`src/design/biquad_pkg.sv`:
```
// Biquad cascade shared definitions
// Widths, coefficient select and section FSM encodings, register map
`default_nettype none

package biquad_pkg;

    localparam int SAMPLE_W  = 16;    // Samples and Q2.14 coefficients
    localparam int ACC_W     = 32;    // Q4.28 products and their sum
    localparam int FRAC_BITS = 14;    // Shift back to Q2.14 at section output

    localparam int WB_ADR_W  = 6;
    localparam int SEC_SHIFT = 3;     // Eight words per section, five used
    localparam logic [WB_ADR_W-1:0] PEAK_ADDR = 6'd63;   // Read-only peak meter

    // Word offset inside a section, also the MAC operand select
    typedef enum logic [2:0] {
        COEF_B0 = 3'd0,
        COEF_B1 = 3'd1,
        COEF_B2 = 3'd2,
        COEF_A1 = 3'd3,
        COEF_A2 = 3'd4
    } coef_sel_e;

    // Values are consecutive, the section FSM steps through them in order
    typedef enum logic [3:0] {
        S_IDLE    = 4'd0,
        S_WAIT1   = 4'd1,
        S_WAIT2   = 4'd2,
        S_MULT_B0 = 4'd3,
        S_WAIT_B0 = 4'd4,
        S_MULT_B1 = 4'd5,
        S_WAIT_B1 = 4'd6,
        S_MULT_B2 = 4'd7,
        S_WAIT_B2 = 4'd8,
        S_MULT_A1 = 4'd9,
        S_WAIT_A1 = 4'd10,
        S_MULT_A2 = 4'd11,
        S_WAIT_A2 = 4'd12,
        S_DONE    = 4'd13
    } section_state_e;

endpackage

`default_nettype wire

```
`src/design/mac16_accum.sv`:
```
// Multiply-accumulate unit
// Registered 16x16 signed product, added or subtracted into a 32-bit
// accumulator on the cycle after the enable
`timescale 1ns/1ps
`default_nettype none

module mac16_accum (
    input  logic                                  clk,
    input  logic                                  reset,
    input  logic                                  acc_clear,
    input  logic                                  ce,
    input  logic                                  sub,
    input  logic signed [biquad_pkg::SAMPLE_W-1:0] a_in,
    input  logic signed [biquad_pkg::SAMPLE_W-1:0] b_in,
    output logic signed [biquad_pkg::ACC_W-1:0]    result
);
    import biquad_pkg::*;

    logic signed [ACC_W-1:0] product;
    logic                    prod_valid;   // Product waiting to be summed
    logic                    prod_sub;

    // Multiplier stage
    always_ff @(posedge clk) begin
        if (!reset) begin
            product    <= '0;
            prod_valid <= 1'b0;
            prod_sub   <= 1'b0;
        end else if (acc_clear) begin
            product    <= '0;
            prod_valid <= 1'b0;
            prod_sub   <= 1'b0;
        end else begin
            prod_valid <= ce;
            if (ce) begin
                product  <= a_in * b_in;   // Q2.14 x Q2.14 -> Q4.28
                prod_sub <= sub;
            end
        end
    end

    // Accumulator stage
    always_ff @(posedge clk) begin
        if (!reset) begin
            result <= '0;
        end else if (acc_clear) begin
            result <= '0;
        end else if (prod_valid) begin
            if (prod_sub)
                result <= result - product;   // Feedback term
            else
                result <= result + product;
        end
    end

endmodule

`default_nettype wire

```
`src/design/biquad_section.sv`:
```
// Biquad IIR section, time-multiplexed over one MAC
// y[n] = b0 x[n] + b1 x[n-1] + b2 x[n-2] - a1 y[n-1] - a2 y[n-2]
// 14 cycles from start to done, output saturated to 16 bits
`timescale 1ns/1ps
`default_nettype none

module biquad_section (
    input  logic                                  clk,
    input  logic                                  reset,
    input  logic                                  start,
    input  logic signed [biquad_pkg::SAMPLE_W-1:0] x_in,
    input  logic signed [biquad_pkg::SAMPLE_W-1:0] b0,
    input  logic signed [biquad_pkg::SAMPLE_W-1:0] b1,
    input  logic signed [biquad_pkg::SAMPLE_W-1:0] b2,
    input  logic signed [biquad_pkg::SAMPLE_W-1:0] a1,
    input  logic signed [biquad_pkg::SAMPLE_W-1:0] a2,
    output logic signed [biquad_pkg::SAMPLE_W-1:0] y,
    output logic                                  done
);
    import biquad_pkg::*;

    localparam int SAT_MAX = (1 << (SAMPLE_W - 1)) - 1;
    localparam int SAT_MIN = -(1 << (SAMPLE_W - 1));

    section_state_e state;
    coef_sel_e      sel;

    logic signed [SAMPLE_W-1:0] x_n, x_n1, x_n2;
    logic signed [SAMPLE_W-1:0] y_n1, y_n2;
    logic signed [SAMPLE_W-1:0] mac_coef, mac_data;
    logic signed [SAMPLE_W-1:0] y_sat;
    logic signed [ACC_W-1:0]    mac_result;
    logic signed [ACC_W-1:0]    acc_shift;
    logic                       mac_ce, mac_sub, mac_clear;

    assign mac_clear = (state == S_IDLE) && start;

    // FSM walks the states in encoding order
    always_ff @(posedge clk) begin
        if (!reset) begin
            state <= S_IDLE;
        end else begin
            case (state)
                S_IDLE:  if (start) state <= S_WAIT1;
                S_DONE:  state <= S_IDLE;
                default: state <= section_state_e'(state + 4'd1);
            endcase
        end
    end

    // Input history shifts once per sample
    always_ff @(posedge clk) begin
        if (!reset) begin
            x_n  <= '0;
            x_n1 <= '0;
            x_n2 <= '0;
        end else if (mac_clear) begin
            x_n  <= x_in;
            x_n1 <= x_n;
            x_n2 <= x_n1;
        end
    end

    // MAC enable only in the MULT states
    always_comb begin
        mac_ce = 1'b1;
        sel    = COEF_B0;
        case (state)
            S_MULT_B0: sel = COEF_B0;
            S_MULT_B1: sel = COEF_B1;
            S_MULT_B2: sel = COEF_B2;
            S_MULT_A1: sel = COEF_A1;
            S_MULT_A2: sel = COEF_A2;
            default:   mac_ce = 1'b0;
        endcase
    end

    always_comb begin
        mac_sub  = 1'b0;
        mac_coef = b0;
        mac_data = x_n;
        case (sel)
            COEF_B1: begin
                mac_coef = b1;
                mac_data = x_n1;
            end
            COEF_B2: begin
                mac_coef = b2;
                mac_data = x_n2;
            end
            COEF_A1: begin
                mac_coef = a1;
                mac_data = y_n1;
                mac_sub  = 1'b1;   // Subtract, so a1 = -32768 stays exact
            end
            COEF_A2: begin
                mac_coef = a2;
                mac_data = y_n2;
                mac_sub  = 1'b1;
            end
            default: ;
        endcase
    end

    mac16_accum u_mac16_accum (
        .clk       (clk),
        .reset     (reset),
        .acc_clear (mac_clear),
        .ce        (mac_ce),
        .sub       (mac_sub),
        .a_in      (mac_coef),
        .b_in      (mac_data),
        .result    (mac_result)
    );

    // Back to Q2.14 and clamp to the sample range
    assign acc_shift = mac_result >>> FRAC_BITS;

    always_comb begin
        if (acc_shift > SAT_MAX)
            y_sat = {1'b0, {(SAMPLE_W-1){1'b1}}};
        else if (acc_shift < SAT_MIN)
            y_sat = {1'b1, {(SAMPLE_W-1){1'b0}}};
        else
            y_sat = acc_shift[SAMPLE_W-1:0];
    end

    always_ff @(posedge clk) begin
        if (!reset) begin
            y    <= '0;
            y_n1 <= '0;
            y_n2 <= '0;
            done <= 1'b0;
        end else begin
            done <= (state == S_DONE);
            if (state == S_DONE) begin
                y    <= y_sat;
                y_n1 <= y_sat;   // Feedback history
                y_n2 <= y_n1;
            end
        end
    end

endmodule

`default_nettype wire

```
`src/design/sample_framer.sv`:
```
// Sample framer
// Brings l_r_clk into the clk domain, detects either edge and
// captures the input sample with a one-cycle start pulse
`timescale 1ns/1ps
`default_nettype none

module sample_framer (
    input  logic                                  clk,
    input  logic                                  reset,
    input  logic                                  l_r_clk,
    input  logic signed [biquad_pkg::SAMPLE_W-1:0] sample_in,
    output logic signed [biquad_pkg::SAMPLE_W-1:0] frame_sample,
    output logic                                  frame_start
);

    logic lr_sync1, lr_sync2;   // Two-flop synchronizer
    logic lr_prev;              // Last synchronized level
    logic lr_edge;

    assign lr_edge = lr_sync2 ^ lr_prev;

    always_ff @(posedge clk) begin
        if (!reset) begin
            lr_sync1 <= 1'b0;
            lr_sync2 <= 1'b0;
            lr_prev  <= 1'b0;
        end else begin
            lr_sync1 <= l_r_clk;
            lr_sync2 <= lr_sync1;
            lr_prev  <= lr_sync2;
        end
    end

    // Edge register, sample taken on the same edge
    always_ff @(posedge clk) begin
        if (!reset) begin
            frame_start  <= 1'b0;
            frame_sample <= '0;
        end else begin
            frame_start <= lr_edge;
            if (lr_edge)
                frame_sample <= sample_in;
        end
    end

endmodule

`default_nettype wire

```
`src/design/coef_bank_wb.sv`:
```
// Coefficient register bank on a Wishbone classic slave
// Five Q2.14 coefficients per section, read back supported,
// peak meter at a fixed address with clear on read
`timescale 1ns/1ps
`default_nettype none

module coef_bank_wb #(
    parameter int NUM_SECTIONS = 2
) (
    input  logic                                  clk,
    input  logic                                  reset,
    input  logic                                  wb_cyc,
    input  logic                                  wb_stb,
    input  logic                                  wb_we,
    input  logic [biquad_pkg::WB_ADR_W-1:0]       wb_adr,
    input  logic [biquad_pkg::SAMPLE_W-1:0]       wb_dat_w,
    output logic [biquad_pkg::SAMPLE_W-1:0]       wb_dat_r,
    output logic                                  wb_ack,
    input  logic [biquad_pkg::SAMPLE_W-1:0]       peak_level,
    output logic                                  peak_clear,
    output logic signed [biquad_pkg::SAMPLE_W-1:0] b0 [NUM_SECTIONS],
    output logic signed [biquad_pkg::SAMPLE_W-1:0] b1 [NUM_SECTIONS],
    output logic signed [biquad_pkg::SAMPLE_W-1:0] b2 [NUM_SECTIONS],
    output logic signed [biquad_pkg::SAMPLE_W-1:0] a1 [NUM_SECTIONS],
    output logic signed [biquad_pkg::SAMPLE_W-1:0] a2 [NUM_SECTIONS]
);
    import biquad_pkg::*;

    logic [WB_ADR_W-SEC_SHIFT-1:0] sec;
    coef_sel_e                     off;
    logic                          req;   // New access, ack goes out next edge
    logic [SAMPLE_W-1:0]           rd_mux;

    assign sec = wb_adr[WB_ADR_W-1:SEC_SHIFT];
    assign off = coef_sel_e'(wb_adr[SEC_SHIFT-1:0]);
    assign req = wb_cyc && wb_stb && !wb_ack;

    // Clears the meter on the edge that captures its value
    assign peak_clear = req && !wb_we && (wb_adr == PEAK_ADDR);

    always_comb begin
        rd_mux = '0;   // Unmapped words read zero
        if (wb_adr == PEAK_ADDR)
            rd_mux = peak_level;
        for (int s = 0; s < NUM_SECTIONS; s++) begin
            if (sec == s) begin
                case (off)
                    COEF_B0: rd_mux = b0[s];
                    COEF_B1: rd_mux = b1[s];
                    COEF_B2: rd_mux = b2[s];
                    COEF_A1: rd_mux = a1[s];
                    COEF_A2: rd_mux = a2[s];
                    default: ;
                endcase
            end
        end
    end

    always_ff @(posedge clk) begin
        if (!reset) begin
            wb_ack   <= 1'b0;
            wb_dat_r <= '0;
            for (int s = 0; s < NUM_SECTIONS; s++) begin
                b0[s] <= '0;
                b1[s] <= '0;
                b2[s] <= '0;
                a1[s] <= '0;
                a2[s] <= '0;
            end
        end else begin
            wb_ack <= req;
            if (req && !wb_we)
                wb_dat_r <= rd_mux;
            for (int s = 0; s < NUM_SECTIONS; s++) begin
                if (req && wb_we && sec == s) begin   // Live at once, no shadow copy
                    case (off)
                        COEF_B0: b0[s] <= wb_dat_w;
                        COEF_B1: b1[s] <= wb_dat_w;
                        COEF_B2: b2[s] <= wb_dat_w;
                        COEF_A1: a1[s] <= wb_dat_w;
                        COEF_A2: a2[s] <= wb_dat_w;
                        default: ;
                    endcase
                end
            end
        end
    end

endmodule

`default_nettype wire

```
`src/design/output_collector.sv`:
```
// Output collector
// Registers the last section's sample with a valid pulse and
// tracks the absolute peak until cleared
`timescale 1ns/1ps
`default_nettype none

module output_collector (
    input  logic                                  clk,
    input  logic                                  reset,
    input  logic signed [biquad_pkg::SAMPLE_W-1:0] y_in,
    input  logic                                  y_valid,
    input  logic                                  peak_clear,
    output logic signed [biquad_pkg::SAMPLE_W-1:0] sample_out,
    output logic                                  out_valid,
    output logic [biquad_pkg::SAMPLE_W-1:0]       peak_level
);
    import biquad_pkg::*;

    logic [SAMPLE_W-1:0] abs_y;   // Unsigned, so |-32768| = 32768 fits

    assign abs_y = y_in[SAMPLE_W-1] ? (~y_in + 1'b1) : y_in;

    always_ff @(posedge clk) begin
        if (!reset) begin
            sample_out <= '0;
            out_valid  <= 1'b0;
        end else begin
            out_valid <= y_valid;
            if (y_valid)
                sample_out <= y_in;
        end
    end

    always_ff @(posedge clk) begin
        if (!reset)
            peak_level <= '0;
        else if (peak_clear)
            peak_level <= y_valid ? abs_y : '0;   // New sample starts the next window
        else if (y_valid && abs_y > peak_level)
            peak_level <= abs_y;
    end

endmodule

`default_nettype wire

```
`src/design/biquad_cascade_top.sv`:
```
// Mono biquad equalizer top
// Framer feeds a chain of identical biquad sections, the collector
// drains the last one, coefficients come from a Wishbone bank
`timescale 1ns/1ps
`default_nettype none

module biquad_cascade_top #(
    parameter int NUM_SECTIONS = 2   // 1 to 7
) (
    input  logic                                  clk,
    input  logic                                  reset,
    input  logic                                  l_r_clk,
    input  logic signed [biquad_pkg::SAMPLE_W-1:0] sample_in,
    output logic signed [biquad_pkg::SAMPLE_W-1:0] sample_out,
    output logic                                  out_valid,
    input  logic                                  wb_cyc,
    input  logic                                  wb_stb,
    input  logic                                  wb_we,
    input  logic [biquad_pkg::WB_ADR_W-1:0]       wb_adr,
    input  logic [biquad_pkg::SAMPLE_W-1:0]       wb_dat_w,
    output logic [biquad_pkg::SAMPLE_W-1:0]       wb_dat_r,
    output logic                                  wb_ack
);
    import biquad_pkg::*;

    // Entry k feeds section k, the last entry feeds the collector
    logic signed [SAMPLE_W-1:0] y_chain    [NUM_SECTIONS+1];
    logic                       done_chain [NUM_SECTIONS+1];

    logic signed [SAMPLE_W-1:0] b0 [NUM_SECTIONS];
    logic signed [SAMPLE_W-1:0] b1 [NUM_SECTIONS];
    logic signed [SAMPLE_W-1:0] b2 [NUM_SECTIONS];
    logic signed [SAMPLE_W-1:0] a1 [NUM_SECTIONS];
    logic signed [SAMPLE_W-1:0] a2 [NUM_SECTIONS];

    logic [SAMPLE_W-1:0] peak_level;
    logic                peak_clear;

    sample_framer u_sample_framer (
        .clk          (clk),
        .reset        (reset),
        .l_r_clk      (l_r_clk),
        .sample_in    (sample_in),
        .frame_sample (y_chain[0]),
        .frame_start  (done_chain[0])
    );

    for (genvar k = 0; k < NUM_SECTIONS; k++) begin : g_section
        biquad_section u_biquad_section (
            .clk   (clk),
            .reset (reset),
            .start (done_chain[k]),
            .x_in  (y_chain[k]),
            .b0    (b0[k]),
            .b1    (b1[k]),
            .b2    (b2[k]),
            .a1    (a1[k]),
            .a2    (a2[k]),
            .y     (y_chain[k+1]),
            .done  (done_chain[k+1])
        );
    end

    output_collector u_output_collector (
        .clk        (clk),
        .reset      (reset),
        .y_in       (y_chain[NUM_SECTIONS]),
        .y_valid    (done_chain[NUM_SECTIONS]),
        .peak_clear (peak_clear),
        .sample_out (sample_out),
        .out_valid  (out_valid),
        .peak_level (peak_level)
    );

    coef_bank_wb #(
        .NUM_SECTIONS (NUM_SECTIONS)
    ) u_coef_bank_wb (
        .clk        (clk),
        .reset      (reset),
        .wb_cyc     (wb_cyc),
        .wb_stb     (wb_stb),
        .wb_we      (wb_we),
        .wb_adr     (wb_adr),
        .wb_dat_w   (wb_dat_w),
        .wb_dat_r   (wb_dat_r),
        .wb_ack     (wb_ack),
        .peak_level (peak_level),
        .peak_clear (peak_clear),
        .b0         (b0),
        .b1         (b1),
        .b2         (b2),
        .a1         (a1),
        .a2         (a2)
    );

endmodule

`default_nettype wire

```
`config.mk`:
```
export PLATFORM = sky130hd
export DESIGN_NAME = biquad_cascade_top
export DESIGN_NICKNAME = d
export VERILOG_FILES = /design/src/design/biquad_pkg.sv /design/src/design/mac16_accum.sv /design/src/design/biquad_section.sv /design/src/design/sample_framer.sv /design/src/design/coef_bank_wb.sv /design/src/design/output_collector.sv /design/src/design/biquad_cascade_top.sv
export SDC_FILE = /design/constraint.sdc
export NUM_CORES = 2
export LEC_CHECK = 0
export BUFFER_PORTS_ARGS = -buffer_cell sky130_fd_sc_hd__buf_2
export CAP_MARGIN = 15
export CELL_PAD_IN_SITES_DETAIL_PLACEMENT = 1
export CELL_PAD_IN_SITES_GLOBAL_PLACEMENT = 1
export CORE_ASPECT_RATIO = 1.1
export CORE_MARGIN = 4
export CORE_UTILIZATION = 54
export DETAILED_ROUTE_END_ITERATION = 8
export GPL_TIMING_DRIVEN = 0
export PLACE_DENSITY = 0.95
export SLEW_MARGIN = 20
export SYNTH_ARGS = -nofsm -noshare
export SYNTH_HDL_FRONTEND = slang
export SYNTH_SLANG_ARGS = --single-unit
```
`constraint.sdc`:
```
create_clock -name clk -period 21.6 [get_ports clk]
set_input_delay 4.32 -clock clk [delete_from_list [all_inputs] [get_ports clk]]
set_output_delay 4.32 -clock clk [all_outputs]
set_load 0.05 [all_outputs]
```
==> key figures <==
Global routing
  • Vias in the first global route: about 54,000
  • Largest net degree at the start of global routing: 18
  • All-layer global routing usage: 0.455
  • Remaining global-route overflow: 0
  • Initial antenna violation count: 15
  • First-pass GRT wire length: 324 mm

Yosys
  • Syn Inst Count: 5,730
  • Primary FF master, synth: dfxtp_1
  • Synthesized Nets: between 6,000 and 7,000
  • Post-synthesis async set-or-reset flop share: 0
  • Netlist Area Pre-Place: roughly 47,000 µm²
  • Yosys cell types: 89
  • Area share of the largest cell type after synthesis: 0.224
  • Area leader, netlist: dfxtp_1
  • Top cells by count, synth: 1,112 x nand2_1, 661 x inv_1, 532 x dfxtp_1
  • Post-synth EDFFs: 0
  • Synth top area cells: dfxtp_1 22%, fa_1 22%, nand2_1 8.8%, ha_1 6.6%, inv_1 5.2%
  • Most numerous cell in the Yosys netlist: nand2_1
  • Syn avg cell area: 8.29 µm²
  • Flops & latches, synth: around 530
  • Post-synthesis sequential area ratio: 0.224
  • Ys Warns: 0

Clocking
  • Skew-Pair Late Insertion Delay: 0.68 ns
  • Clock sink count: 532
  • Resize count post-CTS: 0
  • H-tree levels: 2
  • CTS tree: built
  • Postcts setup bufs: 0
  • Clock Path Buffers: 3
  • Root buf cell: clkbuf_16
  • Num CTS Buffers: 59
  • Cts hold-fix bufs: 0
  • Clock Pin Slew Worst Setup and Hold Paths: 0.07 ns

Power
  • Power share of the combinational group: 0.114
  • Reg power frac: 0.414
  • P_sw: 681 µW
  • Sw Ratio: 0.284
  • Power Density: between 40 and 50 nW/µm²
  • Leakage: approximately 0.022 µW
  • Int Pwr: around 1700 µW
  • Max IR drop VDD: ~0.00007 V
  • Clk pwr share: 0.472

Die
  • Die Y: around 320 µm
  • Io pins: between 70 and 80
  • Initial Util: 0.547
  • Placeable Area: ~87,000 µm²
  • # rows: between 100 and 150
  • Die Footprint: approximately 90,000 µm²
  • Die W: just under 300 µm

Timing
  • Setup violations, final: 0
  • Fin Clk Skew: about 0.051 ns
  • Period utilisation layout: 0.503
  • Worst-Margin Slew: between 1 and 1.5 ns
  • Final Hold Vio Count: 0
  • Max_slew headroom: 0.135
  • Hold WS: ~0.43 ns
  • Fmax achieved: between 90 and 100 MHz
  • Final worst setup slack: ~11 ns
  • Final Critical Period: approximately 11 ns
  • Unrepaired setup endpoints after global routing: no
  • Slew Viols, Final: 0
  • Setup TNS: 0 ns

Outcome
  • Violated checks: design-rule violations
  • Status: complete, but fails checks

Final layout
  • Area grow syn2layout: 9.09%
  • Nets: approximately 6,700
  • Design Area, Final: 51,800 µm²
  • Fillers: 10,400
  • Finished Layout Cells: about 7,100
  • Top Registers: g_section.u_biquad_section.u_mac16_accum.product: 64 flops, g_section.u_biquad_section.u_mac16_accum.result: 64 flops
  • Layout cell share with drive strength beyond 1: 0.0528

Place
  • Final HPWL DP: roughly 150 mm
  • Post-place setup slack: roughly 11 ns
  • Placed Area: just under 50,000 µm²
  • Port buffer count: between 50 and 60
  • Placed Cells: between 6,000 and 7,000
  • Gpl congestion: 0.991

Routing
  • Via density: around 6.9
  • DRT Pass-1 Iters: 9
  • Average wire per standard cell: 30.7 µm
  • Routed WL: 217 mm
  • Routed Antenna Nets: 0
  • DR vias: 48,600
  • DRC: 6
  • 1st-iter DRT viols: 6,309

Worst hold path
  • Worst min path class: flip-flop to flip-flop
  • Worst hold path depth: 1

Setup path
  • CP most frequent cell: fa_1
  • WP data required: approximately 22 ns
  • Max FO, Critical Path: 10
  • CP peak stage delay: roughly 0.85 ns
  • CP Launch Type: flip-flop
  • Setup Crit Path Kind: flip-flop to flip-flop
  • Critical Path AT: approximately 11 ns
  • FF-to-FF path depth: 28
  • Critical Path Slowest Stage Cell: fa_1
  • CP Capture Type: flip-flop

Flow run
  • Max Cap Viol: 0
-- metrics by stage --
step                power [µW]   util
finish                    2400  0.597
CTS                       2370  0.595
global route              2440  0.596
floorplan                 1190      -
global placement          1250  0.567
detailed placement        1260  0.571
-- worst paths after layout --
kind | start | endpoint | slack [ns]
setup reg to reg | g_section[0].u_biquad_section.state[0] | flip-flop | 10.73
hold / removal | u_sample_framer.lr_sync1 | u_sample_framer.lr_sync2 | 0.43
hold reg to reg | u_sample_framer.lr_sync1 | u_sample_framer.lr_sync2 | 0.43
setup / recovery | g_section[0].u_biquad_section.state[0] | flip-flop | 10.73
-- power by group through the flow --
stage / registers, µW / clock network [µW] / logic, µW
2_1_floorplan: 1020 / 0 / 170
3_3_place_gp: 1020 / 0 / 233
3_5_place_dp: 1020 / 0 / 247
4_1_cts: 994 / 1120 / 259
5_1_grt: 995 / 1160 / 283
6_report: 995 / 1130 / 274
-- critical path: cells and delay by family (launching register included) --
family	cells	cell delay (ns)
and+or+nand+nor	4	0.82
AOI/OAI and AO/OA	10	3.35
adders and majority gates	8	4.13
DFF	1	0.43
buffers and inverters	6	2.00
-- kinds of logic after synthesis --
kind of cell,synth area share
AOI/OAI and AO/OA,0.168
xor gates and xnor gates,0.0351
adders and majority gates,0.288
buffers and inverters,0.0782
DFF,0.224
muxes,0.0269
and+or+nand+nor,0.180
-- cells in the final DEF, fill, tap and decap left out, types with 29 or more instances in the layout --
cell type and count:
o21ai_1 36, nor2_1 501, buf_2 65, nand2_1 1112
a21o_1 65, or3_1 29, dfxtp_1 532, clkbuf_16 59
and3_1 31, xor2_1 30, fa_1 526, o21ai_0 77
a221o_1 34, nor3_1 54, a221oi_2 31, nand3_1 57
a22oi_1 69, a21oi_1 216, a21boi_0 237, nor2b_1 37
a21boi_1 112, xnor2_1 154, clkbuf_1 304, mux2i_1 94
ha_1 251, nand2b_1 46, inv_1 661
-- per-layer routing --
metal | track usage | wire (µm) | up-vias | part of all wire
li1 | - | - | 19000 | -
met2 | 0.741 | 99000 | 4010 | 0.46
met4 | 0.461 | 27800 | 12 | 0.13
met1 | 0.449 | 67000 | 23600 | 0.31
met5 | 0.00152 | 101 | - | 0.00046
met3 | 0.142 | 23500 | 1985 | 0.11
-- layout make-up --
class	instances	area, µm²	share of cell area
antenna	8	20.0	0.000386
buffer	323	1220	0.0236
clock inverter	26	370	0.00715
sequential	532	10700	0.206
tap	1150	1440	0.0278
multi-input combinational	4211	33300	0.644
timing repair buffer	86	499	0.00964
clock buffer	86	1760	0.0339
inverter	664	2490	0.0481
(Power assumes the default switching activity.)
